<file path="src/rtl/cpuCfgPkg.sv">
package cpuCfgPkg;

    // Datapath width
    localparam int XLEN = 32;

    // Register index width, x0..x31
    localparam int REG_AW   = 5;
    localparam int NUM_REGS = 2 ** REG_AW; // Includes x0

    // Memory depths in 32-bit words
    localparam int IMEM_DEPTH = 64;
    localparam int DMEM_DEPTH = 64;

    // Word address widths
    localparam int IMEM_AW = $clog2(IMEM_DEPTH);
    localparam int DMEM_AW = $clog2(DMEM_DEPTH);

endpackage

</file>
<file path="src/rtl/dataMem.sv">
module dataMem (
    input  logic                          CLK,
    input  logic [cpuCfgPkg::XLEN-1:0]    addr,
    input  logic                          we,
    input  logic [cpuCfgPkg::XLEN-1:0]    wrData,
    output logic [cpuCfgPkg::XLEN-1:0]    rdData
);
    import cpuCfgPkg::*;

    logic [XLEN-1:0]    mem [DMEM_DEPTH];
    logic [DMEM_AW-1:0] wordAddr;

    // Byte address to word index, upper bits wrap
    assign wordAddr = addr[DMEM_AW+1:2];

    always_ff @(posedge CLK) begin
        if (we) begin
            mem[wordAddr] <= wrData; // SW
        end
    end

    assign rdData = mem[wordAddr]; // LW, same cycle

    // Word stores only
    aStoreAligned: assert property (@(posedge CLK) we |-> addr[1:0] == 2'b00)
        else $error("dataMem: misaligned store to %h", addr);

endmodule

</file>
<file path="config.mk">
export PLATFORM = sky130hd
export DESIGN_NAME = dataMem
export DESIGN_NICKNAME = d
export VERILOG_FILES = /design/src/rtl/cpuCfgPkg.sv /design/src/rtl/dataMem.sv
export SDC_FILE = /design/constraint.sdc
export NUM_CORES = 2
export LEC_CHECK = 0
export ABC_AREA = 0
export BUFFER_PORTS_ARGS = -buffer_cell sky130_fd_sc_hd__buf_2
export CAP_MARGIN = 20
export CORE_ASPECT_RATIO = 1.1
export CORE_MARGIN = 5
export CORE_UTILIZATION = 50
export CTS_CLUSTER_SIZE = 8
export DETAILED_ROUTE_END_ITERATION = 8
export HOLD_SLACK_MARGIN = 0.15
export PLACE_DENSITY = 0.77
export SYNTH_ARGS = -nofsm -noshare
export SYNTH_HDL_FRONTEND = slang
export SYNTH_SLANG_ARGS = --single-unit
</file>
<file path="constraint.sdc">
create_clock -name CLK -period 3.9 [get_ports CLK]
set_input_delay 0.195 -clock CLK [delete_from_list [all_inputs] [get_ports CLK]]
set_output_delay 0.195 -clock CLK [all_outputs]
set_load 0.05 [all_outputs]
</file>
==> impl_metrics.ini <==
[cts]
clk_pin_slew_ns = 0.05
cts-buffers-inserted = 306
cts_tree = done
cts.sinks = 2048
clockBufferDepth = 4
postCtsSetupBuffers = 0
cts-root-buf = clkbuf_16
h-tree-depth = 5

[setup_path]
cp-end-kind = output pin
worstPathArrival_ns = 3.73
path_max_fanout = 1
path_class = reg -> out
required_ns = 3.70
critPathLaunchType = register

[die]
die-area_sq_um = 164600
num_io_pins = 98
chipWidth_microns = 387.3
num_rows = 152
die_y_microns = 425.0
initial_utilization_pct = 50.20
core_area_sq_um = 156000

[sta]
finalCriticalPeriod_ns = 3.927
setup_violations = 1
worst_slack_ns = -0.02745
hold_viol = 0
drv_slew = 0
worst_pin_slew_ns = 1.203
min_period_over_period_pct = 100.7
fmax_ghz = 0.2546
slew_headroom_pct = 19.59

[pwr]
powerDensity_nw_per_um2 = 540.9
p_seq_share_pct = 49.2
internal_power_mw = 39.26
p_sw_mw = 10.46
p_comb_share_pct = 5.7
p_leak_nw = 29.92
power_mw = 49.72
p_clk_share_pct = 45.0
sw_frac_of_total_pct = 21.04
ir_drop_mv = 0.5765

[run_status]
status = complete, but fails checks
violations = DRC, setup timing

[global_routing]
grt_pass1_wl_microns = 307800
grtUsageTotal_pct = 25.27
grt_max_degree = 84
antenna_found_initial = 7
gr-total-overflow = 0
first_global_vias = 45640

[yosys]
yosys_most_used_dff = edfxtp_1
syn_area_sq_um = 78290
synthArstFlopShare_pct = 0
synth_cell_types = 55
ys_ff_latch = 2048
syn_area_per_cell_sq_um = 18.61
synth_fp_nets = 4273
synth-edff-count = 2048
syn_inst = 4207
ys_seq_area_share_pct = 78.56
yosys_warnings = 0

[placed_design]
hpwl_microns = 119200
gp_congestion = 0.8851
portBuffers = 71
dpl.cell_count = 6319

[routing]
antenna_left = 0
wl_per_cell_microns = 31.81
drt-total-wl_microns = 212600
vias = 44880
first_iter_violations = 6624
viasPerCell = 6.713
firstDrtPassIters = 9
drc = 2

[run]
cap_viol_max_count = 0

[layout]
largest-register = mem
area_delta_synth_final_pct = 17.42
reg_top3 = mem (2048)
drive_above_1_share_pct = 21.84
final_cells = 6685
final_nets = 4654
largest_reg_flops = 2048

[worst_hold_path]
hp-class = in -> reg
-- per-layer routing --
layer	up-vias	part of all wire, %	global-route usage [%]
li1	18170	-	-
met1	22560	35	32.29
met2	3501	47	39.79
met3	654	12	6.744
met4	2	6.1	13.85
met5	-	0.0075	0
-- critical path, stage by stage (launching register included) --
cell	delay, ns
edfxtp_1	0.35
and3_1	0.17
nor4_1	0.34
a31oi_1	0.31
a2111oi_1	1.08
nand3_1	0.34
buf_12	0.25
-- power by group through the flow --
stage	clock network [mW]	logic, mW	registers, mW
4_1_cts	22.5	2.79	24.5
2_1_floorplan	0	1.38	24.9
6_report	22.4	2.86	24.5
3_5_place_dp	0	2.71	24.9
3_3_place_gp	0	2.65	24.9
5_1_grt	23.5	2.95	24.5
-- final cells by class --
cell class                 instances  area [sq um]
antenna                            5         12.51
clock buffer                     313          7790
clock inverter                     8         85.08
fill                           10700         64030
inverter                           2         15.01
multi-input combinational       1859         16130
sequential                      2048         61500
tap                             2079          2601
timing repair buffer             371          3796
-- cell usage in the layout, fill, tap and decap left out, types with 16 or more instances in the layout --
cell type      count
nor2_1            76
a221oi_1         175
nand3_1           53
mux2_2           147
edfxtp_1        2048
o22ai_1           93
dlygate4sd3_1     33
nor3_1            19
a211oi_1          17
buf_4            199
o21ai_0           84
mux4_2            96
a21oi_1          121
o22a_1            70
nor2_4            67
buf_2             53
a22o_1            66
nand2_1           27
a222oi_1          16
a22oi_1          188
buf_12            83
mux2i_1          255
a31oi_1           43
and3_1            85
clkbuf_16        311
-- timing repair --
item	4_1_cts	5_1_grt
endpoints found under the hold margin	1637	64
resized for setup	15	5
hold buffers	32	1
endpoints found under the setup margin	8	5
-- worst paths after layout --
check / startpoint / endpoint / slack [ns] / depth (start not counted)
min: wrData[5] / mem[31][5] / 0.27 / 2
max: mem[23][22] / rdData[22] / -0.03 / 6
-- cells by family after synthesis --
kind of cell / Yosys count / share of synthesized area, %
AOI/OAI and AO/OA: 933 / 8.733
muxes: 502 / 8.188
buffers and inverters: 300 / 1.696
DFF: 2048 / 78.56
and+or+nand+nor: 424 / 2.829
-- synth_stat cells, drive strengths merged, types with 15 or more instances --
library cell,n,area [sq um]
a221oi,175,1533
a21oi,121,605.6
mux2i,259,2592
a22oi,188,1411
o21ai,85,425.4
a2111oi,15,131.4
nor3,22,110.1
or4,15,112.6
a211oi,17,127.6
a22o,66,578.1
nand2,28,105.1
edfxtp,2048,61500
o22a,70,613.1
nand2b,18,112.6
a222oi,16,160.2
mux2,147,1655
and3,85,531.8
nand3,54,270.3
o2bb2ai,15,131.4
a221o,15,150.1
a31oi,43,269.0
clkbuf,169,638.1
buf,129,681.9
o22ai,93,581.8
nor2,145,544.3
mux4,96,2162
-- metrics by stage --
stage,utilization [%],setup slack (ns),hold slack (ns),cell area [sq um],TNS (ns)
floorplan,-,0.4663,0.2939,78290,0
global placement,53.54,0.05497,0.6706,83490,0
detailed placement,53.54,0.05132,0.6759,83490,0
CTS,58.83,0.003856,0.1510,91740,0
global route,58.94,-0.01213,0.2578,91910,-0.01900
finish,58.95,-0.02745,0.2700,91920,-0.02745
Power figures use the tool's default switching activity.
