## config.mk

```make
export PLATFORM = sky130hd
export DESIGN_NAME = instrMem
export DESIGN_NICKNAME = d
export VERILOG_FILES = /design/src/rtl/cpuCfgPkg.sv /design/src/rtl/rvIsaPkg.sv /design/src/rtl/instrMem.sv
export SDC_FILE = /design/constraint.sdc
export NUM_CORES = 2
export LEC_CHECK = 0
export BUFFER_PORTS_ARGS = -buffer_cell sky130_fd_sc_hd__buf_4
export CORE_MARGIN = 4
export CORE_UTILIZATION = 60
export DETAILED_ROUTE_END_ITERATION = 8
export PLACE_DENSITY = 0.76
export RECOVER_POWER = 50
export SLEW_MARGIN = 20
export SYNTH_ARGS = -nofsm -noshare
export SYNTH_HDL_FRONTEND = slang
export SYNTH_SLANG_ARGS = --single-unit
```

## constraint.sdc

```tcl
create_clock -name CLK -period 7 [get_ports CLK]
set_input_delay 2.1 -clock CLK [delete_from_list [all_inputs] [get_ports CLK]]
set_output_delay 2.1 -clock CLK [all_outputs]
set_load 0.02 [all_outputs]
```

## src/rtl/cpuCfgPkg.sv

```systemverilog
package cpuCfgPkg;

    // Datapath width
    localparam int XLEN = 32;

    // Register index width, x0..x31
    localparam int REG_AW   = 5;
    localparam int NUM_REGS = 2 ** REG_AW; // Includes x0

    // Memory depths in 32-bit words
    localparam int IMEM_DEPTH = 64;
    localparam int DMEM_DEPTH = 64;

    // Word address widths
    localparam int IMEM_AW = $clog2(IMEM_DEPTH);
    localparam int DMEM_AW = $clog2(DMEM_DEPTH);

endpackage

```

## src/rtl/rvIsaPkg.sv

```systemverilog
package rvIsaPkg;

    // Major opcodes, inst[6:0]
    localparam logic [6:0] OP_RTYPE  = 7'b0110011;
    localparam logic [6:0] OP_ITYPE  = 7'b0010011;
    localparam logic [6:0] OP_LOAD   = 7'b0000011;
    localparam logic [6:0] OP_STORE  = 7'b0100011;
    localparam logic [6:0] OP_BRANCH = 7'b1100011;
    localparam logic [6:0] OP_SYSTEM = 7'b1110011; // ECALL only

    // funct3 codes
    localparam logic [2:0] F3_ADDSUB = 3'b000; // ADD, SUB, ADDI
    localparam logic [2:0] F3_SLT    = 3'b010;
    localparam logic [2:0] F3_XOR    = 3'b100;
    localparam logic [2:0] F3_OR     = 3'b110;
    localparam logic [2:0] F3_AND    = 3'b111;
    localparam logic [2:0] F3_BEQ    = 3'b000;
    localparam logic [2:0] F3_BNE    = 3'b001;
    localparam logic [2:0] F3_LW     = 3'b010; // Word width, shared by LW and SW

    // funct7 with bit 30 set marks SUB
    localparam logic [6:0] F7_SUB = 7'b0100000;

    // ALU operation codes
    localparam logic [3:0] ALU_ADD = 4'd0;
    localparam logic [3:0] ALU_SUB = 4'd1;
    localparam logic [3:0] ALU_AND = 4'd2;
    localparam logic [3:0] ALU_OR  = 4'd3;
    localparam logic [3:0] ALU_XOR = 4'd4;
    localparam logic [3:0] ALU_SLT = 4'd5;

    // One instruction word, four field layouts
    typedef union packed {
        struct packed {
            logic [6:0] funct7;
            logic [4:0] rs2;
            logic [4:0] rs1;
            logic [2:0] funct3;
            logic [4:0] rd;
            logic [6:0] opcode;
        } rFmt;
        struct packed {
            logic [11:0] imm12;
            logic [4:0]  rs1;
            logic [2:0]  funct3;
            logic [4:0]  rd;
            logic [6:0]  opcode;
        } iFmt;
        struct packed {
            logic [6:0] immHi;  // imm[11:5]
            logic [4:0] rs2;
            logic [4:0] rs1;
            logic [2:0] funct3;
            logic [4:0] immLo;  // imm[4:0]
            logic [6:0] opcode;
        } sFmt;
        struct packed {
            logic       immSign; // imm[12]
            logic [5:0] immHi6;  // imm[10:5]
            logic [4:0] rs2;
            logic [4:0] rs1;
            logic [2:0] funct3;
            logic [3:0] immLo4;  // imm[4:1]
            logic       imm11;   // imm[11]
            logic [6:0] opcode;
        } bFmt;
    } instr_u;

endpackage

```

## src/rtl/instrMem.sv

```systemverilog
module instrMem (
    input  logic                              CLK,
    input  logic                              loadEn,
    input  logic [cpuCfgPkg::IMEM_AW-1:0]     loadAddr,
    input  logic [cpuCfgPkg::XLEN-1:0]        loadData,
    input  logic [cpuCfgPkg::IMEM_AW-1:0]     fetchAddr,
    output rvIsaPkg::instr_u                  instr
);
    import cpuCfgPkg::*;

    // Program storage, word addressed
    logic [XLEN-1:0] mem [IMEM_DEPTH];

    // Load port, one word per strobe
    always_ff @(posedge CLK) begin
        if (loadEn) begin
            mem[loadAddr] <= loadData;
        end
    end

    // Fetch is combinational so the whole instruction finishes in one cycle
    assign instr = mem[fetchAddr];

endmodule

```

==> reports/metrics.yaml <==
finalHoldViolations: 0
ys_seq_area_share_pct: 79.0
switching_power_uw: 5390
slew_violations: 2096
fin_crit_ns: 6.86
hp-class: "in -> reg"
grt-ovfl-total: 0
clockPowerShare_pct: 40.3
place_congestion: 0.835
drc: 0
tightest_slew_ns: 3.39
area_growth_pct: 13.0
p_leak_uw: 0.0274
grt_first_pass_wirelength_mm: 294
dp_cells: 5117
clock_path_buffers: 3
initial_core_util_pct: 60.8
ys_seq_elements: 2048
combPwrFrac_pct: 5.5
path_clk_slew_ns: 0.06
outcome: "complete, but fails checks"
first_pass_iters: 8
ant_nets: 0
dieHeight_um: 368
hpwlAfterDp_mm: 113
via_per_inst: 7.13
p_seq_share_pct: 54.2
synth_cells: 3292
antenna_found_initial: 19
dieArea_sq_um: 136000
tritoncts: "built"
netlist_area_sq_um: 77900
syn-num-nets: 3338
instances_no_fill: 5471
drive_above_1_share_pct: 30.0
cap_viol_max_count: 33
cp_data_arrival_time_ns: 4.76
avgRoutedWirePerCell_um: 37.7
seq_area_sq_um: 61500
crit_type: "in -> out"
fillCellCount: 7381
cp-end-kind: "output pin"
ys_types: 33
yosysWarnings: 0
fmax_mhz: 146
coreArea_sq_um: 128000
grt_max_degree: 65
grt_pass1_vias: 39471
routed_wl_mm: 206
drt_iter0_drc: 6266
cts_max_level: 4
ioPinCount: 78
hold_end: "mem[51][6]"
setup_viol: 0
min_from: "loadAddr[1]"
top_regs: "mem (2048)"
maxSlewHeadroom_pct: -126
critPathMaxFanout: 21
switching_share_pct: 21.4
fin_nets: 3628
cts_buffers: 192
top_register: "mem"
power.density_nw_per_um2: 286
cp.required_ns: 4.90
die_w_um: 368
rows: 131
multi_input_area_sq_um: 16000
vdd_drop_max_uv: 351
root_buffer: "clkbuf_16"
clock-sinks: 2048
largest_reg_flops: 2048
holdWs_ns: 2.04
syn_avg_cell_area_sq_um: 23.7
layout_worst_path_cycle_share_pct: 97.9
cts_hold_buffers: 0
min_path_cells: 3
port_buffers: 77
vias: 38983
p_int_uw: 19800
grt_use_total_pct: 30.9
violations: "max-capacitance violations, max-slew violations"
rsz0062_at_grt: "false"
cp-start-kind: "input port"
## power groups by stage
stage                     logic, uW  registers, uW  clock network (uW)
after floorplan                 710          13900                   0
after global placement         1310          13900                   0
after detailed placement       1350          13900                   0
after CTS                      1370          13600               10200
after global routing           1430          13600               10800
final                          1380          13600               10100
## placed cells by master (no fill, tap or decap), drive strengths merged, types with 2 or more instances in the layout
master    Yosys  layout
nor2b        15      15
clkinvlp      0       6
nand3b        5       5
or3b          5       5
o221ai       27      27
nand3         5       5
mux4        544     544
clkbuf       74     273
a41o          4       4
diode         0       8
a311oi        8       8
buf         108     244
bufinv        0      15
inv           0       8
clkinv        0      78
and2          2       2
o22ai        84      84
nor3          7       7
edfxtp     2048    2048
nand2b        8       8
and3          4       4
a21oi        62      62
nand4         2       2
or3           3       3
nor2        137     137
nand2        26      26
a22oi        12      12
mux2i        93      93
o32ai         4       4
or2           3       3
## through the flow
step                setup slack, ns  utilization [%]  TNS, ns  instance area (sq um)  power, uW
floorplan                     0.996                -        0                  77900      14600
global placement             0.0319             64.1        0                  82100      15200
detailed placement          -0.0171             64.1  -0.0171                  82100      15200
CTS                          0.0368             68.8        0                  88100      25200
global route                 0.0966             68.7        0                  88000      25800
finish                        0.145             68.7        0                  88000      25200
## metal layers
metal,share of wire [%],vias up,global-route usage [%],routed length (um)
li1,-,14746,-,-
met1,34,20414,42.7,70600
met2,48,3257,48.0,99100
met3,13,556,7.63,27000
met4,4.7,10,13.1,9630
met5,0.023,-,0,47
## cell families after synthesis
kind of cell    Yosys count  share of synthesized area [%]
buf+inv                 182                           1.14
simple gates            223                           1.28
flops                  2048                           79.0
mux                     637                           16.9
compound gates          202                           1.69
## worst max-delay path, cell delays in order
cell      delay (ns)
buf_8           0.31
buf_12          0.23
buf_12          0.18
mux4_2          0.51
o221ai_1        0.37
a21oi_1         0.21
a21oi_1         0.30
buf_4           0.17
nor2_1          0.10
buf_4           0.21
## worst max-delay path by stage
stage | from | to | slack [ns] | cells after the start
6_report | fetchAddr[0] | instr[13] | 0.14 | 10
5_1_grt | fetchAddr[0] | instr[30] | 0.1 | 10
4_1_cts | fetchAddr[5] | instr[13] | 0.04 | 8
3_5_place_dp | fetchAddr[0] | instr[30] | -0.02 | 10
3_3_place_gp | fetchAddr[0] | instr[30] | 0.03 | 10
2_1_floorplan | fetchAddr[1] | instr[13] | 1.0 | 7
## final cells by class
type | instances | area share (%)
sequential | 2048 | 69.9
multi-input combinational | 1062 | 18.1
clock buffer | 239 | 5.71
timing repair buffer | 278 | 2.68
tap | 1729 | 2.46
clock inverter | 107 | 1.15
antenna | 8 | 0.0227
## Yosys cell counts (all sizes together)
master / count / area [sq um]
nand2: 26 / 97.6
and2: 2 / 12.5
edfxtp: 2048 / 61500
buf: 108 / 608
nor2: 137 / 514
nor3: 7 / 35.0
a31oi: 1 / 6.26
clkbuf: 74 / 278
nand4: 2 / 12.5
nand2b: 8 / 50.1
nor2b: 15 / 93.8
and3: 4 / 25.0
a41o: 4 / 40.0
a22oi: 12 / 90.1
nand3: 5 / 25.0
o221ai: 27 / 236
or2: 3 / 18.8
a21oi: 62 / 310
or3b: 5 / 43.8
nand4b: 1 / 8.76
or3: 3 / 18.8
mux4: 544 / 12300
nand3b: 5 / 37.5
o32ai: 4 / 35.0
a311oi: 8 / 70.1
mux2i: 93 / 931
o22ai: 84 / 526
## what timing repair did
| item | CTS | global route |
|---|---|---|
| resized for setup | 1 | 5 |
| buffers inserted | 0 | 0 |
| endpoints found under the hold margin | 0 | 0 |
| setup endpoints to repair | 1 | 2 |
No activity file was read; power rests on OpenSTA's default activity.
