File: src/rtl/cpuCfgPkg.sv
package cpuCfgPkg;

    // Datapath width
    localparam int XLEN = 32;

    // Register index width, x0..x31
    localparam int REG_AW   = 5;
    localparam int NUM_REGS = 2 ** REG_AW; // Includes x0

    // Memory depths in 32-bit words
    localparam int IMEM_DEPTH = 64;
    localparam int DMEM_DEPTH = 64;

    // Word address widths
    localparam int IMEM_AW = $clog2(IMEM_DEPTH);
    localparam int DMEM_AW = $clog2(DMEM_DEPTH);

endpackage

File: src/rtl/rvIsaPkg.sv
package rvIsaPkg;

    // Major opcodes, inst[6:0]
    localparam logic [6:0] OP_RTYPE  = 7'b0110011;
    localparam logic [6:0] OP_ITYPE  = 7'b0010011;
    localparam logic [6:0] OP_LOAD   = 7'b0000011;
    localparam logic [6:0] OP_STORE  = 7'b0100011;
    localparam logic [6:0] OP_BRANCH = 7'b1100011;
    localparam logic [6:0] OP_SYSTEM = 7'b1110011; // ECALL only

    // funct3 codes
    localparam logic [2:0] F3_ADDSUB = 3'b000; // ADD, SUB, ADDI
    localparam logic [2:0] F3_SLT    = 3'b010;
    localparam logic [2:0] F3_XOR    = 3'b100;
    localparam logic [2:0] F3_OR     = 3'b110;
    localparam logic [2:0] F3_AND    = 3'b111;
    localparam logic [2:0] F3_BEQ    = 3'b000;
    localparam logic [2:0] F3_BNE    = 3'b001;
    localparam logic [2:0] F3_LW     = 3'b010; // Word width, shared by LW and SW

    // funct7 with bit 30 set marks SUB
    localparam logic [6:0] F7_SUB = 7'b0100000;

    // ALU operation codes
    localparam logic [3:0] ALU_ADD = 4'd0;
    localparam logic [3:0] ALU_SUB = 4'd1;
    localparam logic [3:0] ALU_AND = 4'd2;
    localparam logic [3:0] ALU_OR  = 4'd3;
    localparam logic [3:0] ALU_XOR = 4'd4;
    localparam logic [3:0] ALU_SLT = 4'd5;

    // One instruction word, four field layouts
    typedef union packed {
        struct packed {
            logic [6:0] funct7;
            logic [4:0] rs2;
            logic [4:0] rs1;
            logic [2:0] funct3;
            logic [4:0] rd;
            logic [6:0] opcode;
        } rFmt;
        struct packed {
            logic [11:0] imm12;
            logic [4:0]  rs1;
            logic [2:0]  funct3;
            logic [4:0]  rd;
            logic [6:0]  opcode;
        } iFmt;
        struct packed {
            logic [6:0] immHi;  // imm[11:5]
            logic [4:0] rs2;
            logic [4:0] rs1;
            logic [2:0] funct3;
            logic [4:0] immLo;  // imm[4:0]
            logic [6:0] opcode;
        } sFmt;
        struct packed {
            logic       immSign; // imm[12]
            logic [5:0] immHi6;  // imm[10:5]
            logic [4:0] rs2;
            logic [4:0] rs1;
            logic [2:0] funct3;
            logic [3:0] immLo4;  // imm[4:1]
            logic       imm11;   // imm[11]
            logic [6:0] opcode;
        } bFmt;
    } instr_u;

endpackage

File: src/rtl/alu.sv
module alu (
    input  logic [cpuCfgPkg::XLEN-1:0]    opA,
    input  logic [cpuCfgPkg::XLEN-1:0]    opB,
    input  logic [3:0]                    aluOp,
    output logic [cpuCfgPkg::XLEN-1:0]    result,
    output logic                          zero
);
    import rvIsaPkg::*;
    import cpuCfgPkg::*;

    logic lessThan; // Signed compare for SLT

    assign lessThan = $signed(opA) < $signed(opB);

    always_comb begin
        case (aluOp)
            ALU_ADD: result = opA + opB;
            ALU_SUB: result = opA - opB;   // Also drives branch compare
            ALU_AND: result = opA & opB;
            ALU_OR:  result = opA | opB;
            ALU_XOR: result = opA ^ opB;
            ALU_SLT: result = {{(XLEN-1){1'b0}}, lessThan};
            default: result = '0;
        endcase
    end

    // Equal operands under SUB
    assign zero = (result == '0);

endmodule

File: config.mk
export PLATFORM = sky130hd
export DESIGN_NAME = alu
export DESIGN_NICKNAME = d
export VERILOG_FILES = /design/src/rtl/cpuCfgPkg.sv /design/src/rtl/rvIsaPkg.sv /design/src/rtl/alu.sv
export SDC_FILE = /design/constraint.sdc
export NUM_CORES = 1
export LEC_CHECK = 0
export ABC_AREA = 1
export BUFFER_PORTS_ARGS = -buffer_cell sky130_fd_sc_hd__buf_2
export CAP_MARGIN = 20
export CORE_MARGIN = 2
export CORE_UTILIZATION = 60
export DETAILED_ROUTE_END_ITERATION = 6
export PLACE_DENSITY_LB_ADDON = 0.3
export SYNTH_ARGS = -nofsm -noshare
export SYNTH_HDL_FRONTEND = slang
export SYNTH_SLANG_ARGS = --single-unit
File: constraint.sdc
create_clock -name vclk -period 4.4
set_input_delay 0.66 -clock vclk [all_inputs]
set_output_delay 0.66 -clock vclk [all_outputs]
set_load 0.01 [all_outputs]
==> reports/summary.txt, run 1 <==
DP Wirelength -> 22000 um
Die Height -> 113 um
GPL Wtd Cong -> 1.04
Max VDD drop -> 0.0710 mV
clock share of power -> 0%
sequential share of power -> 0%
WL final -> 26000 um
FMAX -> 252 MHz
initial antenna violation count -> 0
Max Cap Viol -> 0
Mapped Nets -> 1531
Slew Limit Fails -> 0
crit end category -> output port
setup TNS -> 0 ps
NumNets Final -> 1604
Port Buf Inserts -> 101
WL/cell -> 16.5 um
Placement Rows -> 39
hold crit path type -> input port to output port
Via density -> 5.65
Critical Path Source Type -> input port
FF/Latch Area -> 0 sq um
Hold Path Stages -> 5
Overflow after GRT -> 0
first-pass GRT wire length -> 40600 um
Post-CTS Resized -> 0
min cycle time layout -> 3970 ps
leakage -> 0.00474 uW
worst path bufs/invs -> 4
Initial DRT Pass Iterations -> 6
RSZ-0062 raised after global routing -> no
Top Usage Layer GRT -> met2
largest net degree at the start of global routing -> 22
synthesized area per cell -> 5.19 sq um
Inserted Diodes -> 0
vias in the first global route -> 8053
# Post-CTS Setup Buffers -> 0
met3 usage -> 9.40%
DRC violations left -> 0
slew margin rel. -> 54.0%
Critical Path Most Common Cell -> nor2_1
grt met1 use -> 54.3%
worst slew pin tran -> 683 ps
DR vias -> 8900
Fillers -> 1164
period utilisation layout -> 90.2%
leading cell types by count after synthesis -> nand2_1 (411), inv_1 (263), nand3_1 (151)
Starting Density -> 61.6%
Pwr Total -> 945 uW
Post-CTS Hold Buffers -> 0
Net Sw Power -> 655 uW
hold path endpoint -> result[31]
Setup Viol. Count Final -> 0
Comb power frac -> 100.0%
yosys warns -> 0
CLK BUF -> 0
Yosys cell types -> 36
most frequent cell after synthesis -> nand2_1
mapped cell area -> 7060 sq um
crit path kind -> input port to output port
status -> complete, no violations
die width -> 113 um
PD cells -> 126 nW/um^2
io pins -> 101
CP max stage cell -> fa_1
proportion of netlist area held by the largest area contributor -> 21.8%
core footprint -> 11500 sq um
post-layout util -> 65.4%
GRT Total Usage -> 39.9%
Antenna Violating Nets Remaining -> 0
worst-path fanout max -> 5
layout cells sized above 1 -> 16.0%
FF+latch count -> 0
hold_sp -> opB[31]
GR Layer Usage met2 -> 62.4%
Critical Path RT -> 3740 ps
final hold violation count -> 0
synth top area cells -> nand2_1 (22%), ha_1 (18%), inv_1 (14%)
CP cell instances -> buf_2, inv_1, ha_1, inv_1, fa_1, nand2_2, nand2_2, nand4_1, nand3_1, nand3_1, nand2_1, nor2_1, nand2_1, nor2_1, nand3_1, nor2_1, nand4_1, nor2_1, buf_2
Arr. time, crit path -> 3310 ps
register area share after synthesis -> 0%
CP top delay family -> simple AND/OR/NAND/NOR gates
Layout area overhead -> 6.13%
sw frac -> 69.2%
Die Area -> 12700 sq um
Mapped Cells -> 1361
Worst path max stage delay -> 420 ps
cell taking the most area after synthesis -> nand2_1
Internal Pwr Total -> 291 uW
Initial DRC Count -> 977
power groups by stage:
stage	Sequential [uW]	Clock [uW]	Combinational (uW)
floorplan	0	0	668
global placement	0	0	902
detailed placement	0	0	908
CTS	0	0	912
global route	0	0	1040
finish	0	0	945
stage by stage:
stage | setup slack (ps) | instances | cell area, sq um | hold slack, ps
floorplan | 1200 | 1361 | 7060 | 1590
global placement | 553 | 1575 | 7500 | 1800
detailed placement | 543 | 1575 | 7500 | 1800
CTS | 524 | 1575 | 7500 | 1810
global route | 315 | 1575 | 7500 | 1830
finish | 430 | 1575 | 7500 | 1800
layout by cell type, fill, tap and decap left out, types with 25 or more instances in the layout:
cell type,netlist,layout
buf_2,14,101
a21oi_1,63,63
ha_1,100,100
nor2_1,116,115
nand3_1,151,151
nand2_2,25,25
nor2_2,29,30
inv_1,263,263
o22ai_1,25,25
nand2_1,411,411
inv_2,27,27
area by class of cell:
type               instances  area [sq um]  share of cell area [%]
multi-input cells       1026          5620                    75.0
repair buffers           113           596                    7.94
inverters                293          1100                    14.7
well taps                143           179                    2.39
worst min-delay path: cells and delay by family:
kind | cells | cell delay, ps
fa+ha+maj | 1 | 130
buf+inv | 2 | 210
simple gates | 1 | 80
compound gates | 1 | 70
cell families after synthesis:
group / count (synthesis) / synth area share (%)
and+or+nand+nor: 794 / 50.5
AOI/OAI and AO/OA: 129 / 10.6
buffers and inverters: 335 / 20.5
adders and majority gates: 102 / 18.3
xor gates and xnor gates: 1 / 0.124
how the worst max path moves through the flow:
stage	startpoint	endpoint	slack, ps	cells past startpoint
after floorplan	opA[0]	zero	1200	15
after global placement	opA[0]	zero	550	19
after detailed placement	opA[0]	zero	540	19
after CTS	opA[0]	zero	520	19
after global routing	opA[7]	zero	310	22
final	opA[0]	zero	430	19
per-layer routing:
metal,wire [um],vias to the layer above
li1,-,4344
met1,10800,3904
met2,10900,584
met3,3470,68
met4,883,0
met5,0,-
(Power assumes the default switching activity.)
==> inputs of run 2 (changes only) <==
CORE_UTILIZATION = 62   (was 60)
==> reports/summary.txt, run 2 (same netlist as run 1, synthesis figures left out) <==
most common cell after layout, fill and taps aside -> nand2_1
final hold violation count -> 0 (unchanged)
Slew Limit Fails -> 0 (unchanged)
PD cells -> 125 nW/um^2 (-0.68%)
Arr. time, crit path -> 3330 ps (+20 ps)
Pwr Total -> 939 uW (-0.73%)
Max Cap Viol -> 0 (unchanged)
WL final -> 25100 um (-3.7%)
setup TNS -> 0 ps (unchanged)
status -> complete, no violations
post-layout util -> 68.2% (+2.8 points)
FMAX -> 251 MHz (-0.47%)
Layout area overhead -> 6.08% (about the same)
hold_sp -> opB[31]
Antenna Violating Nets Remaining -> 0 (unchanged)
hold path endpoint -> result[31]
Post-CTS Resized -> 0 (unchanged)
Overflow after GRT -> 0 (unchanged)
NumNets Final -> 1604 (unchanged)
CLK BUF -> 0 (unchanged)
Setup Viol. Count Final -> 0 (unchanged)
GRT Total Usage -> 39.5% (-0.44 points)
DR vias -> 8855 (-0.51%)
worst-path fanout max -> 5 (unchanged)
Fillers -> 1102 (-5.3%)
DP Wirelength -> 21300 um (-3.3%)
Max VDD drop -> 0.0977 mV (+38%)
hold crit path type -> input port to output port
most frequent cells in the layout -> nand2_1 (411), inv_1 (263), nand3_1 (151)
initial antenna violation count -> 0 (unchanged)
RSZ-0062 raised after global routing -> no
Hold Path Stages -> 5 (unchanged)
Critical Path RT -> 3740 ps (about the same)
Port Buf Inserts -> 101 (unchanged)
GPL Wtd Cong -> 1.07 (+2.4%)
DRC violations left -> 0 (unchanged)
Inserted Diodes -> 0 (unchanged)
crit end category -> output port
Critical Path Source Type -> input port
worst slew pin tran -> 544 ps (-139 ps)
period utilisation layout -> 90.7% (+0.43 points)
slew margin rel. -> 63.7% (+9.7 points)
WL/cell -> 16.0 um (-3.5%)
layout cells sized above 1 -> 16.0% (unchanged)
leakage -> 0.00474 uW (about the same)
first-pass GRT wire length -> 40100 um (-1.2%)
Initial DRT Pass Iterations -> 7 (+1)
vias in the first global route -> 8169 (+1.4%)
largest net degree at the start of global routing -> 22 (unchanged)
Die Height -> 111 um (-1.6%)
crit path kind -> input port to output port
FF+latch count -> 0 (unchanged)
Post-CTS Hold Buffers -> 0 (unchanged)
FF/Latch Area -> 0 sq um (unchanged)
Via density -> 5.63 (-0.32%)
# Post-CTS Setup Buffers -> 0 (unchanged)
area of the multi-input gates -> 5620 sq um (unchanged)
min cycle time layout -> 3990 ps (+18.9 ps)
Placement Rows -> 38 (-2.6%)
die width -> 111 um (-1.6%)
Starting Density -> 64.3% (+2.7 points)
Initial DRC Count -> 904 (-7.5%)
core footprint -> 11000 sq um (-4.2%)
io pins -> 101 (unchanged)
Die Area -> 12300 sq um (-3.1%)
[run 2: per-stage QoR]
step           hold WS, ps  cell area [sq um]  cells  setup slack [ps]
6_report              1820               7490   1572               411
3_5_place_dp          1820               7490   1572               442
3_3_place_gp          1800               7490   1572               471
5_1_grt               1840               7490   1572               283
2_1_floorplan         1590               7060   1361              1200
4_1_cts               1820               7490   1572               433
[run 2: critical path, cell delays in order]
cell and delay (ps):
buf_2 110, inv_1 80, ha_1 190, inv_1 90, fa_1 430, nand2_2 100
nand2_2 110, nand4_1 140, nand3_1 100, nand3_1 90, nand2_1 70, nor2_1 200
nand2_1 100, nor2_1 190, nand3_1 130, nor2_1 110, nand4_1 160, nor2_1 130
buf_2 140
[run 2: how the worst max path moves through the flow]
stage	cells past startpoint	slack, ps	to	start
after global routing	20	280	zero	opA[0]
after global placement	19	470	zero	opA[0]
after CTS	19	430	zero	opA[0]
after floorplan	15	1200	zero	opA[0]
final	19	410	zero	opA[0]
after detailed placement	19	440	zero	opA[0]
[run 2: power by group]
part           switching (uW)  leakage, uW  internal, uW
logic                     647      0.00474           292
registers                   0            0             0
clock network               0            0             0
total                     647      0.00474           292
[run 2: area by class of cell]
| class | count | area share, % |
|---|---|---|
| well taps | 140 | 2.34 |
| multi-input cells | 1026 | 75.0 |
| repair buffers | 113 | 7.95 |
| inverters | 293 | 14.7 |
[run 2: metal layers]
metal  vias up  wire length, um  GRT usage [%]
met3        66             3300           10.5
met2       536            10400           61.4
met4         0              998           13.8
li1       4345                -              -
met1      3908            10400           52.5
met5         -                0              0
==> inputs of run 3 (changes only) <==
clock period = 4.7 ns   (was 4.4 ns; I/O delays follow)
==> reports/summary.txt, run 3 (same netlist as run 1, synthesis figures left out) <==
status -> complete, no violations
crit path kind -> input port to output port
WL/cell -> 16.4 um (+2.7%)
initial antenna violation count -> 0 (unchanged)
Setup Viol. Count Final -> 0 (unchanged)
hold_sp -> opB[31]
min cycle time layout -> 4120 ps
Inserted Diodes -> 0 (unchanged)
Antenna Violating Nets Remaining -> 0 (unchanged)
WL final -> 25700 um (+2.6%)
crit end category -> output port
DRC violations left -> 0 (unchanged)
Die Area -> 12300 sq um (unchanged)
period utilisation layout -> 87.6%
Critical Path RT -> 3990 ps (+250 ps)
largest net degree at the start of global routing -> 22 (unchanged)
# Post-CTS Setup Buffers -> 0 (unchanged)
die width -> 111 um (unchanged)
Post-CTS Resized -> 0 (unchanged)
most frequent cells in the layout -> nand2_1 (411), inv_1 (263), nand3_1 (151)
Detail Route met2 WL -> 10800 um (+3.9%)
vias in the first global route -> 8250 (+0.99%)
FMAX -> 243 MHz
Final Hold Slack -> 1910 ps (+92.0 ps)
Arr. time, crit path -> 3410 ps (+80 ps)
slew margin rel. -> 47.3% (-16 points)
top routing layer used -> met4
worst slew pin tran -> 790 ps (+245 ps)
Slew Limit Fails -> 0 (unchanged)
DR vias -> 8969 (+1.3%)
Via density -> 5.71 (+1.4%)
area of the multi-input gates -> 5620 sq um (unchanged)
GPL Wtd Cong -> 1.07 (+0.14%)
PD cells -> 119 nW/um^2 (-5.3%)
leakage -> 0.00474 uW (about the same)
Fillers -> 1077 (-2.3%)
Post-CTS Hold Buffers -> 0 (unchanged)
FF+latch count -> 0 (unchanged)
RSZ-0062 raised after global routing -> no
Die Height -> 111 um (unchanged)
NumNets Final -> 1603 (-0.062%)
Max VDD drop -> 0.0753 mV (-23%)
first-pass GRT wire length -> 41300 um (+2.9%)
CLK BUF -> 0 (unchanged)
Worst Setup SP -> opA[0]
wire length on met1 -> 10400 um (about the same)
metal3 WL -> 3450 um (+4.4%)
Placement Rows -> 38 (unchanged)
Initial DRT Pass Iterations -> 6 (-1)
hold crit path type -> input port to output port
Pwr Total -> 888 uW (-5.4%)
DP Wirelength -> 21800 um (+2.5%)
Max Cap Viol -> 0 (unchanged)
io pins -> 101 (unchanged)
Initial DRC Count -> 1118 (+24%)
Port Buf Inserts -> 101 (unchanged)
most common cell after layout, fill and taps aside -> nand2_1
Starting Density -> 64.3% (unchanged)
final hold violation count -> 0 (unchanged)
core footprint -> 11000 sq um (unchanged)
Overflow after GRT -> 0 (unchanged)
Layout area overhead -> 5.97%
worst-path fanout max -> 5 (unchanged)
layout cells sized above 1 -> 15.9% (-0.059 points)
GRT Total Usage -> 40.8% (+1.4 points)
Critical Path Source Type -> input port
setup TNS -> 0 ps (unchanged)
FF/Latch Area -> 0 sq um (unchanged)
run 3: area by class of cell:
class / instances / area share (%)
inverter: 293 / 14.7
timing repair buffer: 112 / 7.86
multi-input combinational: 1026 / 75.1
tap: 140 / 2.34
run 3: through the flow:
step / utilization, % / worst slack, ps / std cells / cell area [sq um]
after floorplan: - / 1410 / 1361 / 7060
after global routing: 68.2 / 448 / 1571 / 7490
after detailed placement: 68.2 / 689 / 1571 / 7490
after CTS: 68.2 / 680 / 1571 / 7490
final: 68.2 / 584 / 1571 / 7490
after global placement: 68.2 / 660 / 1571 / 7490
run 3: routing by layer:
| layer | vias up | track usage, % |
|---|---|---|
| li1 | 4356 | - |
| met1 | 3916 | 56.3 |
| met2 | 608 | 64.0 |
| met3 | 89 | 6.34 |
| met4 | 0 | 15.1 |
| met5 | - | 0 |
run 3: path summary, 6_finish.rpt:
check / depth (start not counted) / end / slack (ps)
setup / recovery: 19 / zero / 580
hold / removal: 5 / result[31] / 1910
run 3: worst max-delay path: stages:
cell and delay (ps):
buf_2 110, inv_1 70, ha_1 190, inv_1 90
fa_1 420, nand2_2 100, nand2_2 110, nand4_1 140
nand3_1 90, nand3_1 100, nand2_1 70, nor2_1 220
nand2_1 120, nor2_1 210, nand3_1 140, nor2_1 110
nand4_1 150, nor2_1 120, buf_2 140
run 3: report_power, final:
| group | total (uW) | switching, uW | internal, uW | leakage (uW) |
|---|---|---|---|---|
| combinational | 888 | 615 | 273 | 0.00474 |
| sequential | 0 | 0 | 0 | 0 |
| clock | 0 | 0 | 0 | 0 |
