`src/rtl/cpuCfgPkg.sv`:
```
package cpuCfgPkg;

    // Datapath width
    localparam int XLEN = 32;

    // Register index width, x0..x31
    localparam int REG_AW   = 5;
    localparam int NUM_REGS = 2 ** REG_AW; // Includes x0

    // Memory depths in 32-bit words
    localparam int IMEM_DEPTH = 64;
    localparam int DMEM_DEPTH = 64;

    // Word address widths
    localparam int IMEM_AW = $clog2(IMEM_DEPTH);
    localparam int DMEM_AW = $clog2(DMEM_DEPTH);

endpackage

```
`src/rtl/rvIsaPkg.sv`:
```
package rvIsaPkg;

    // Major opcodes, inst[6:0]
    localparam logic [6:0] OP_RTYPE  = 7'b0110011;
    localparam logic [6:0] OP_ITYPE  = 7'b0010011;
    localparam logic [6:0] OP_LOAD   = 7'b0000011;
    localparam logic [6:0] OP_STORE  = 7'b0100011;
    localparam logic [6:0] OP_BRANCH = 7'b1100011;
    localparam logic [6:0] OP_SYSTEM = 7'b1110011; // ECALL only

    // funct3 codes
    localparam logic [2:0] F3_ADDSUB = 3'b000; // ADD, SUB, ADDI
    localparam logic [2:0] F3_SLT    = 3'b010;
    localparam logic [2:0] F3_XOR    = 3'b100;
    localparam logic [2:0] F3_OR     = 3'b110;
    localparam logic [2:0] F3_AND    = 3'b111;
    localparam logic [2:0] F3_BEQ    = 3'b000;
    localparam logic [2:0] F3_BNE    = 3'b001;
    localparam logic [2:0] F3_LW     = 3'b010; // Word width, shared by LW and SW

    // funct7 with bit 30 set marks SUB
    localparam logic [6:0] F7_SUB = 7'b0100000;

    // ALU operation codes
    localparam logic [3:0] ALU_ADD = 4'd0;
    localparam logic [3:0] ALU_SUB = 4'd1;
    localparam logic [3:0] ALU_AND = 4'd2;
    localparam logic [3:0] ALU_OR  = 4'd3;
    localparam logic [3:0] ALU_XOR = 4'd4;
    localparam logic [3:0] ALU_SLT = 4'd5;

    // One instruction word, four field layouts
    typedef union packed {
        struct packed {
            logic [6:0] funct7;
            logic [4:0] rs2;
            logic [4:0] rs1;
            logic [2:0] funct3;
            logic [4:0] rd;
            logic [6:0] opcode;
        } rFmt;
        struct packed {
            logic [11:0] imm12;
            logic [4:0]  rs1;
            logic [2:0]  funct3;
            logic [4:0]  rd;
            logic [6:0]  opcode;
        } iFmt;
        struct packed {
            logic [6:0] immHi;  // imm[11:5]
            logic [4:0] rs2;
            logic [4:0] rs1;
            logic [2:0] funct3;
            logic [4:0] immLo;  // imm[4:0]
            logic [6:0] opcode;
        } sFmt;
        struct packed {
            logic       immSign; // imm[12]
            logic [5:0] immHi6;  // imm[10:5]
            logic [4:0] rs2;
            logic [4:0] rs1;
            logic [2:0] funct3;
            logic [3:0] immLo4;  // imm[4:1]
            logic       imm11;   // imm[11]
            logic [6:0] opcode;
        } bFmt;
    } instr_u;

endpackage

```
`src/rtl/decoder.sv`:
```
module decoder (
    input  rvIsaPkg::instr_u                  instr,
    input  logic                              running,
    output logic [cpuCfgPkg::REG_AW-1:0]      rs1,
    output logic [cpuCfgPkg::REG_AW-1:0]      rs2,
    output logic [cpuCfgPkg::REG_AW-1:0]      rd,
    output logic [cpuCfgPkg::XLEN-1:0]        imm,
    output logic [3:0]                        aluOp,
    output logic                              aluSrcImm,
    output logic                              regWe,
    output logic                              memWe,
    output logic                              memToReg,
    output logic                              isBranch,
    output logic                              branchOnEqual,
    output logic                              isHalt
);
    import rvIsaPkg::*;
    import cpuCfgPkg::*;

    logic wantReg; // Decoded write intent, before run gating
    logic wantMem;

    always_comb begin
        rs1           = instr.rFmt.rs1; // Same position in every format
        rs2           = '0;
        rd            = '0;
        imm           = '0;
        aluOp         = ALU_ADD;
        aluSrcImm     = 1'b0;
        wantReg       = 1'b0;
        wantMem       = 1'b0;
        memToReg      = 1'b0;
        isBranch      = 1'b0;
        branchOnEqual = 1'b0;
        isHalt        = 1'b0;
        case (instr.rFmt.opcode)
            OP_RTYPE: begin
                rs2     = instr.rFmt.rs2;
                rd      = instr.rFmt.rd;
                wantReg = 1'b1;
                case (instr.rFmt.funct3)
                    F3_ADDSUB: aluOp = (instr.rFmt.funct7 == F7_SUB) ? ALU_SUB : ALU_ADD;
                    F3_AND:    aluOp = ALU_AND;
                    F3_OR:     aluOp = ALU_OR;
                    F3_XOR:    aluOp = ALU_XOR;
                    F3_SLT:    aluOp = ALU_SLT;
                    default:   wantReg = 1'b0; // Shifts, SLTU not supported
                endcase
            end
            OP_ITYPE: begin // ADDI only
                rd        = instr.iFmt.rd;
                imm       = {{(XLEN-12){instr.iFmt.imm12[11]}}, instr.iFmt.imm12};
                aluSrcImm = 1'b1;
                wantReg   = (instr.iFmt.funct3 == F3_ADDSUB);
            end
            OP_LOAD: begin
                rd        = instr.iFmt.rd;
                imm       = {{(XLEN-12){instr.iFmt.imm12[11]}}, instr.iFmt.imm12};
                aluSrcImm = 1'b1;       // Address = rs1 + offset
                memToReg  = 1'b1;
                wantReg   = (instr.iFmt.funct3 == F3_LW);
            end
            OP_STORE: begin
                rs2       = instr.sFmt.rs2; // Store data
                imm       = {{(XLEN-12){instr.sFmt.immHi[6]}}, instr.sFmt.immHi,
                             instr.sFmt.immLo};
                aluSrcImm = 1'b1;
                wantMem   = (instr.sFmt.funct3 == F3_LW);
            end
            OP_BRANCH: begin
                rs2           = instr.bFmt.rs2;
                imm           = {{(XLEN-12){instr.bFmt.immSign}}, instr.bFmt.imm11,
                                 instr.bFmt.immHi6, instr.bFmt.immLo4, 1'b0};
                aluOp         = ALU_SUB; // Equality via zero flag
                isBranch      = (instr.bFmt.funct3 == F3_BEQ) ||
                                (instr.bFmt.funct3 == F3_BNE);
                branchOnEqual = (instr.bFmt.funct3 == F3_BEQ);
            end
            OP_SYSTEM: isHalt = 1'b1; // ECALL
            default: ;                // Unknown opcode, no side effects
        endcase
    end

    // Nothing commits unless the core is running
    assign regWe = wantReg && running;
    assign memWe = wantMem && running;

    // A single instruction never writes both the file and memory
    always_comb begin
        aNoDualWrite: assert (!(memWe && regWe))
            else $error("decoder: memWe and regWe both high");
    end

endmodule

```
`config.mk`:
```
export PLATFORM = sky130hd
export DESIGN_NAME = decoder
export DESIGN_NICKNAME = d
export VERILOG_FILES = /design/src/rtl/cpuCfgPkg.sv /design/src/rtl/rvIsaPkg.sv /design/src/rtl/decoder.sv
export SDC_FILE = /design/constraint.sdc
export NUM_CORES = 1
export LEC_CHECK = 0
export ABC_AREA = 1
export BUFFER_PORTS_ARGS = -buffer_cell sky130_fd_sc_hd__buf_2
export CAP_MARGIN = 20
export CORE_UTILIZATION = 35
export DETAILED_ROUTE_END_ITERATION = 6
export PLACE_DENSITY = 0.9
export SYNTH_ARGS = -nofsm -noshare
export SYNTH_HDL_FRONTEND = slang
export SYNTH_SLANG_ARGS = --single-unit
export TNS_END_PERCENT = 50
```
`constraint.sdc`:
```
create_clock -name vclk -period 5.6
set_clock_uncertainty 0.05 [all_clocks]
set_input_delay 1.4 -clock vclk [all_inputs]
set_output_delay 1.4 -clock vclk [all_outputs]
set_load 0.01 [all_outputs]
```
==> impl_metrics.env, run 1 <==
export IMPL_antenna_found_initial=0
export IMPL_syn_area_sq_um=657
export IMPL_final_common_cell="buf_2"
export IMPL_synth_top_area_share_pct=28.6
export IMPL_ant_nets=0
export IMPL_vias=909
export IMPL_yosysSeqAreaShare_pct=0
export IMPL_slowest_delay_ns=0.59
export IMPL_wl_per_cell_um=8.90
export IMPL_rows=15
export IMPL_fmax_mhz=229
export IMPL_holdWs_ns=2.75
export IMPL_crit_slowest_cell="nor2_1"
export IMPL_vias_per_cell=4.46
export IMPL_ys_types=20
export IMPL_routed_wl_um=1820
export IMPL_diodes=0
export IMPL_power_leakage_uw=0.000690
export IMPL_avgSynthCellArea_sq_um=5.30
export IMPL_dp_hpwl_um=1620
export IMPL_crit_required_ns=4.15
export IMPL_firstDrtPassIters=4
export IMPL_setup_viol=0
export IMPL_period_minus_slack_ns=4.36
export IMPL_final_cell_mix="80 x buf_2, 23 x inv_1, 20 x nor2_1"
export IMPL_grt_overflow_total=0
export IMPL_drc_errors=0
export IMPL_vdd_ir_drop_max_mv=0.0243
export IMPL_seq_area_sq_um=0
export IMPL_clkbuf_count=0
export IMPL_rsz0062_at_grt="false"
export IMPL_slew_limit_headroom_pct=48.9
export IMPL_initialDrtViolationCount=6
export IMPL_syn_nets=157
export IMPL_syn_inst=124
export IMPL_nets=214
export IMPL_arrival_ns=2.91
export IMPL_io_pins=91
export IMPL_worstMarginPinSlew_ns=0.764
export IMPL_status="complete, no violations"
export IMPL_seq_cells=0
export IMPL_start_util_pct=37.6
export IMPL_die_w_um=45.3
export IMPL_critical_path_class="in -> out"
export IMPL_powerDensity_nw_per_um2=38.2
export IMPL_layout_drive_gt1_share_pct=52.5
export IMPL_cap_violations=0
export IMPL_start_kind="input pin"
export IMPL_grt_pass1_vias=728
export IMPL_cts_repair_resized=0
export IMPL_core_area_sq_um=1750
export IMPL_hold_violations=0
export IMPL_grt_max_degree=21
export IMPL_die_area_sq_um=2050
export IMPL_yosys_area_top_type="buf_4"
export IMPL_dieHeight_um=45.3
export IMPL_end_kind="primary output"
export IMPL_path_cells="buf_2 > nor2_4 > nand2_2 > inv_2 > nand2_4 > inv_4 > nor2_4 > nor2_1 > buf_2"
export IMPL_grt_pass1_wl_um=2820
export IMPL_fin_setup_tns_ns=0
export IMPL_grt_usage_pct=17.4
export IMPL_gp_congestion=0.861
export IMPL_slew_viol_final=0
export IMPL_period_share_pct=77.9
export IMPL_cts_hold_buf=0
export IMPL_portBuffers=80
export IMPL_post_cts_setup_buffer_count=0
export IMPL_ys_warnings_count=0
export IMPL_synthTopCellsByArea="buf_4 29%, inv_1 13%, nor2_1 11%, nand2_1 10%, nor3_1 6.1%"
export IMPL_syn2layout_area_growth_pct=37.1
export IMPL_crit_fanout=20
export IMPL_hp_class="in -> out"
[cell usage after synthesis, types with 2 or more instances]
cell and number:
buf_4 25, inv_1 23, inv_2 3, nand2_1 18
nand3_1 5, nand4_1 2, nor2_1 20, nor2_2 3
nor2_4 3, nor3_1 8, o22ai_1 5
[area by class of cell]
type / count / area, sq um
fillers: 195 / 845
inverters: 27 / 104
multi-input cells: 72 / 365
well taps: 25 / 31.3
repair buffers: 80 / 400
[through the flow]
step | cells | area [sq um] | total power, uW | setup slack (ns) | util (%)
4_1_cts | 204 | 901 | 34.5 | 1.20 | 51.6
3_5_place_dp | 204 | 901 | 34.4 | 1.20 | 51.6
5_1_grt | 204 | 901 | 38.9 | 1.02 | 51.6
2_1_floorplan | 124 | 657 | 22.8 | 1.25 | -
3_3_place_gp | 204 | 901 | 33.9 | 1.29 | 51.6
6_report | 204 | 901 | 34.4 | 1.24 | 51.6
[power by group]
group	total, uW	internal [uW]	switching (uW)
sequential	0	0	0
combinational	34.4	14.0	20.5
clock	0	0	0
total	34.4	14.0	20.5
[worst max-delay path, delay by kind of cell]
kind / cells / cell delay, ns
buffers and inverters: 4 / 0.57
AND/OR/NAND/NOR: 5 / 0.94
[metal layers]
layer,routed length (um),track usage (%)
met5,0,0
met4,4,0.606
met3,165,0.400
met2,960,38.0
met1,685,18.8
[worst paths after layout]
kind                      start  endpoint  slack, ns  depth (start not counted)
worst min-delay path  instr[15]    rs1[0]       2.75                          0
worst max-delay path   instr[3]   imm[12]       1.24                          9
[logic make-up after synthesis]
| group | share of synthesized area [%] |
|---|---|
| buf+inv | 44.4 |
| other cells | 0.571 |
| compound gates | 8.19 |
| simple gates | 46.9 |
Power figures use the tool's default switching activity.
==> run 2, diff against run 1 <==
--- a/config.mk
+++ b/config.mk
@@ -8,9 +8,9 @@
 export ABC_AREA = 1
 export BUFFER_PORTS_ARGS = -buffer_cell sky130_fd_sc_hd__buf_2
 export CAP_MARGIN = 20
-export CORE_UTILIZATION = 35
+export CORE_UTILIZATION = 32
 export DETAILED_ROUTE_END_ITERATION = 6
-export PLACE_DENSITY = 0.9
+export PLACE_DENSITY = 0.84
 export SYNTH_ARGS = -nofsm -noshare
 export SYNTH_HDL_FRONTEND = slang
 export SYNTH_SLANG_ARGS = --single-unit
==> constraint.sdc (replaced) <==
create_clock -name vclk -period 4.3
set_clock_uncertainty 0.05 [all_clocks]
set_input_delay 1.075 -clock vclk [all_inputs]
set_output_delay 1.075 -clock vclk [all_outputs]
set_load 0.01 [all_outputs]
==> impl_metrics.env, run 2 (same netlist as run 1, synthesis figures left out) <==
export IMPL_status="complete, no violations"
export IMPL_fin_area_sq_um=911
export IMPL_power_leakage_uw=0.000695
export IMPL_dieHeight_um=47.3
export IMPL_portBuffers=80
export IMPL_start_kind="input pin"
export IMPL_final_cell_mix="80 x buf_2, 23 x inv_1, 20 x nor2_1"
export IMPL_slew_viol_final=0
export IMPL_drc_errors=0
export IMPL_vdd_ir_drop_max_mv=0.0222
export IMPL_io_pins=91
export IMPL_core_area_sq_um=1940
export IMPL_firstDrtPassIters=4
export IMPL_pre_cts_slack_ns=1.01
export IMPL_die_w_um=47.3
export IMPL_total_power_uw=44.7
export IMPL_ant_nets=0
export IMPL_end_kind="primary output"
export IMPL_start_util_pct=33.8
export IMPL_vias_per_cell=4.29
export IMPL_fmax_mhz=305
export IMPL_rows=16
export IMPL_seq_cells=0
export IMPL_setup_viol=0
export IMPL_final_common_cell="buf_2"
export IMPL_hp_class="in -> out"
export IMPL_crit_required_ns=3.17
export IMPL_cap_violations=0
export IMPL_cts_repair_resized=0
export IMPL_critical_path_class="in -> out"
export IMPL_seq_area_sq_um=0
export IMPL_grt_pass1_vias=628
export IMPL_clkbuf_count=0
export IMPL_grt_overflow_total=0
export IMPL_post_cts_setup_buffer_count=0
export IMPL_syn2layout_area_growth_pct=38.7
export IMPL_crit_fanout=20
export IMPL_fin_setup_tns_ns=0
export IMPL_nets=215
export IMPL_wl_per_cell_um=8.43
export IMPL_initialDrtViolationCount=12
export IMPL_gp_congestion=0.849
export IMPL_nFillCells=224
export IMPL_fin_ws_ns=1.02
export IMPL_antenna_found_initial=0
export IMPL_grt_pass1_wl_um=2300
export IMPL_diodes=0
export IMPL_powerDensity_nw_per_um2=49.1
export IMPL_routed_wl_um=1750
export IMPL_rsz0062_at_grt="false"
export IMPL_period_minus_slack_ns=3.28
export IMPL_cts_hold_buf=0
export IMPL_die_area_sq_um=2240
export IMPL_vias=888
export IMPL_place_area_sq_um=911
export IMPL_layout_drive_gt1_share_pct=52.8
export IMPL_period_share_pct=76.2
export IMPL_grt_max_degree=21
export IMPL_arrival_ns=2.15
export IMPL_dp_hpwl_um=1520
export IMPL_grt_usage_pct=13.4
export IMPL_hold_violations=0
[run 2: cell types whose count changed in the layout (fill, tap and decap cells not counted), sizes merged]
| cell | previous run | this run |
|---|---|---|
| buf | 80 | 81 |
[run 2: layout make-up]
class / count / area [sq um] / area share [%]
well taps: 27 / 33.8 / 3.71
inverters: 27 / 104 / 11.4
multi-input cells: 72 / 365 / 40.1
repair buffers: 81 / 408 / 44.8
[run 2: critical path: stages]
cell     delay, ns
buf_2         0.11
nor2_4        0.13
nand2_2       0.09
inv_2         0.12
nand2_4       0.09
inv_4         0.08
nor2_4        0.05
nor2_1        0.08
buf_4         0.19
buf_2         0.15
[run 2: worst paths after layout]
path	start	endpoint	cells after the start
worst max-delay path	instr[3]	imm[14]	10
worst min-delay path	instr[16]	rs1[1]	0
[run 2: per-stage QoR]
stage	hold WS, ns	util [%]	std cells
floorplan	2.15	-	124
global placement	2.10	46.9	207
detailed placement	2.10	46.9	207
CTS	2.10	46.9	207
global route	2.10	46.9	207
finish	2.10	46.9	207
[run 2: power by group]
group / internal, uW / total [uW] / switching, uW
clock network: 0 / 0 / 0
logic: 18.3 / 44.7 / 26.4
registers: 0 / 0 / 0
total: 18.3 / 44.7 / 26.4
[run 2: layer usage]
layer  share of wire [%]  GRT usage [%]  wire length (um)  vias to the layer above
met3                 9.4              0               164                        0
met2                  48           25.8               832                       58
li1                    -              -                 -                      465
met5                   0              0                 0                        -
met4                   0              0                 0                        0
met1                  43           17.5               748                      365
==> run 3, diff against run 2 <==
--- a/config.mk
+++ b/config.mk
@@ -5,12 +5,12 @@
 export SDC_FILE = /design/constraint.sdc
 export NUM_CORES = 1
 export LEC_CHECK = 0
-export ABC_AREA = 1
+export ABC_AREA = 0
 export BUFFER_PORTS_ARGS = -buffer_cell sky130_fd_sc_hd__buf_2
 export CAP_MARGIN = 20
-export CORE_UTILIZATION = 32
+export CORE_UTILIZATION = 29
 export DETAILED_ROUTE_END_ITERATION = 6
-export PLACE_DENSITY = 0.84
+export PLACE_DENSITY = 0.81
 export SYNTH_ARGS = -nofsm -noshare
 export SYNTH_HDL_FRONTEND = slang
 export SYNTH_SLANG_ARGS = --single-unit
==> constraint.sdc (replaced) <==
create_clock -name vclk -period 2.7
set_clock_uncertainty 0.05 [all_clocks]
set_input_delay 0.675 -clock vclk [all_inputs]
set_output_delay 0.675 -clock vclk [all_outputs]
set_load 0.01 [all_outputs]
==> impl_metrics.env, run 3 <==
export IMPL_status="complete, no violations"
export IMPL_power_leakage_uw=0.000552
export IMPL_nets=181
export IMPL_p_seq_share_pct=0
export IMPL_synthMostInstantiatedCell="buf_4"
export IMPL_clkbuf_count=0
export IMPL_final_cells=173
export IMPL_synthTopCellsByArea="buf_4 30%, and2_1 11%, nor2b_1 7.9%, a22o_1 5.5%, nor3_2 4.7%"
export IMPL_drc_errors=0
export IMPL_setup_viol=0
export IMPL_avgSynthCellArea_sq_um=6.98
export IMPL_initialDrtViolationCount=13
export IMPL_p_sw_uw=35.3
export IMPL_synth_top_area_share_pct=29.5
export IMPL_period_minus_slack_ns=2.49
export IMPL_yosysSeqAreaShare_pct=0
export IMPL_synth_compound_area_share_pct=15.0
export IMPL_dieHeight_um=48.8
export IMPL_p_clk_share_pct=0
export IMPL_crit_slowest_cell="or3_4"
export IMPL_crit_required_ns=1.98
export IMPL_post_cts_setup_buffer_count=0
export IMPL_dp_hpwl_um=1670
export IMPL_wl_per_cell_um=10.9
export IMPL_cts_hold_buf=0
export IMPL_final_common_cell="buf_2"
export IMPL_power_frac_comb_pct=100.0
export IMPL_synthMuxAreaShare_pct=0
export IMPL_core_area_sq_um=2000
export IMPL_ys_types=30
export IMPL_yosys_area_top_type="buf_4"
export IMPL_firstDrtPassIters=4
export IMPL_rsz0062_at_grt="false"
export IMPL_place_area_sq_um=891
export IMPL_syn2layout_area_growth_pct=40.2
export IMPL_fin_setup_tns_ns=0
export IMPL_end_kind="primary output"
export IMPL_crit_fanout=5
export IMPL_path_cells="buf_2 > nand4bb_4 > or3_4 > nor3_2 > buf_2"
export IMPL_grt_usage_pct=14.7
export IMPL_die_w_um=48.8
export IMPL_syn_nets=124
export IMPL_synth_top_family_by_area="simple AND/OR/NAND/NOR gates"
export IMPL_fin_area_sq_um=891
export IMPL_fin_ws_ns=0.212
export IMPL_cp_common_cell="buf_2"
export IMPL_syn_inst=91
export IMPL_vdd_ir_drop_max_mv=0.0293
export IMPL_arrival_ns=1.76
export IMPL_routed_wl_um=1890
export IMPL_grt_overflow_total=0
export IMPL_synth_simple_area_share_pct=51.6
export IMPL_swShare_pct=52.1
export IMPL_cap_violations=0
export IMPL_ys_warnings_count=0
export IMPL_rows=16
export IMPL_layout_drive_gt1_share_pct=61.6
export IMPL_io_pins=91
export IMPL_die_area_sq_um=2380
export IMPL_vias_per_cell=4.30
export IMPL_seq_cells=0
export IMPL_numPlacedInstances=173
export IMPL_diodes=0
export IMPL_hold_violations=0
export IMPL_synth_fa_ha_area_share_pct=0
export IMPL_period_share_pct=92.2
export IMPL_grt_pass1_vias=656
export IMPL_cts_repair_resized=0
export IMPL_start_util_pct=31.8
export IMPL_power_internal_uw=32.5
export IMPL_portBuffers=80
export IMPL_finish_utilization_pct=44.5
export IMPL_ant_nets=0
export IMPL_pre_cts_slack_ns=0.214
export IMPL_fmax_mhz=402
export IMPL_seq_area_sq_um=0
export IMPL_critical_path_class="in -> out"
export IMPL_synth_xor_area_share_pct=1.38
export IMPL_final_cell_mix="80 x buf_2, 11 x and2_1, 7 x nor2b_1"
export IMPL_slew_viol_final=0
export IMPL_grt_pass1_wl_um=2980
export IMPL_antenna_found_initial=0
export IMPL_powerDensity_nw_per_um2=76.1
export IMPL_start_kind="input pin"
export IMPL_gp_congestion=0.745
export IMPL_synth_common_cells="25 x buf_4, 11 x and2_1, 8 x nor2b_1, 5 x nand2_1"
export IMPL_hp_class="in -> out"
export IMPL_syn_area_sq_um=636
export IMPL_grt_max_degree=21
export IMPL_nFillCells=242
export IMPL_vias=744
export IMPL_slowest_delay_ns=0.41
[run 3: cell count changes in the layout (fill, tap and decap cells not counted), sizes merged, moves of 3 or more]
cell	before	now
inv	27	1
nor2	26	4
nand2	20	5
and2	0	11
nor2b	0	8
a22o	0	4
o22ai	5	1
nand3	6	3
[run 3: worst max-delay path: cells and delay by family]
family                 cells  cell delay, ns
and+or+nand+nor            3            0.83
buffers and inverters      2            0.26
[run 3: cell type report]
class | count | area [sq um] | area share, %
inverters | 1 | 3.75 | 0.421
multi-input cells | 63 | 438 | 49.2
well taps | 27 | 33.8 | 3.79
repair buffers | 82 | 415 | 46.6
[run 3: kinds of logic after synthesis]
logic type	count (synthesis)
AO/OA/AOI/OAI	12
XOR/XNOR	1
buffers and inverters	28
other	1
AND/OR/NAND/NOR	49
[run 3: final timing paths]
kind / from / end / cells after the start
setup / recovery: instr[2] / aluOp[2] / 5
hold / removal: instr[18] / rs1[3] / 0
[run 3: layer usage]
metal,track usage (%),up-vias,routed length [um],share of wire (%)
li1,-,408,-,-
met4,1.47,0,0,0
met2,25.5,18,975,52
met1,20.0,318,826,44
met5,0,-,0,0
met3,1.87,0,86,4.6
[run 3: power by group through the flow]
stage | sequential [uW] | combinational [uW] | clock [uW]
floorplan | 0 | 43.1 | 0
global placement | 0 | 67.1 | 0
global route | 0 | 75.4 | 0
detailed placement | 0 | 67.6 | 0
finish | 0 | 67.8 | 0
CTS | 0 | 67.7 | 0
[run 3: metrics by stage]
stage	hold WS (ns)	power [uW]
3_5_place_dp	1.30	67.6
6_report	1.30	67.8
4_1_cts	1.30	67.7
2_1_floorplan	1.33	43.1
5_1_grt	1.30	75.4
3_3_place_gp	1.30	67.1
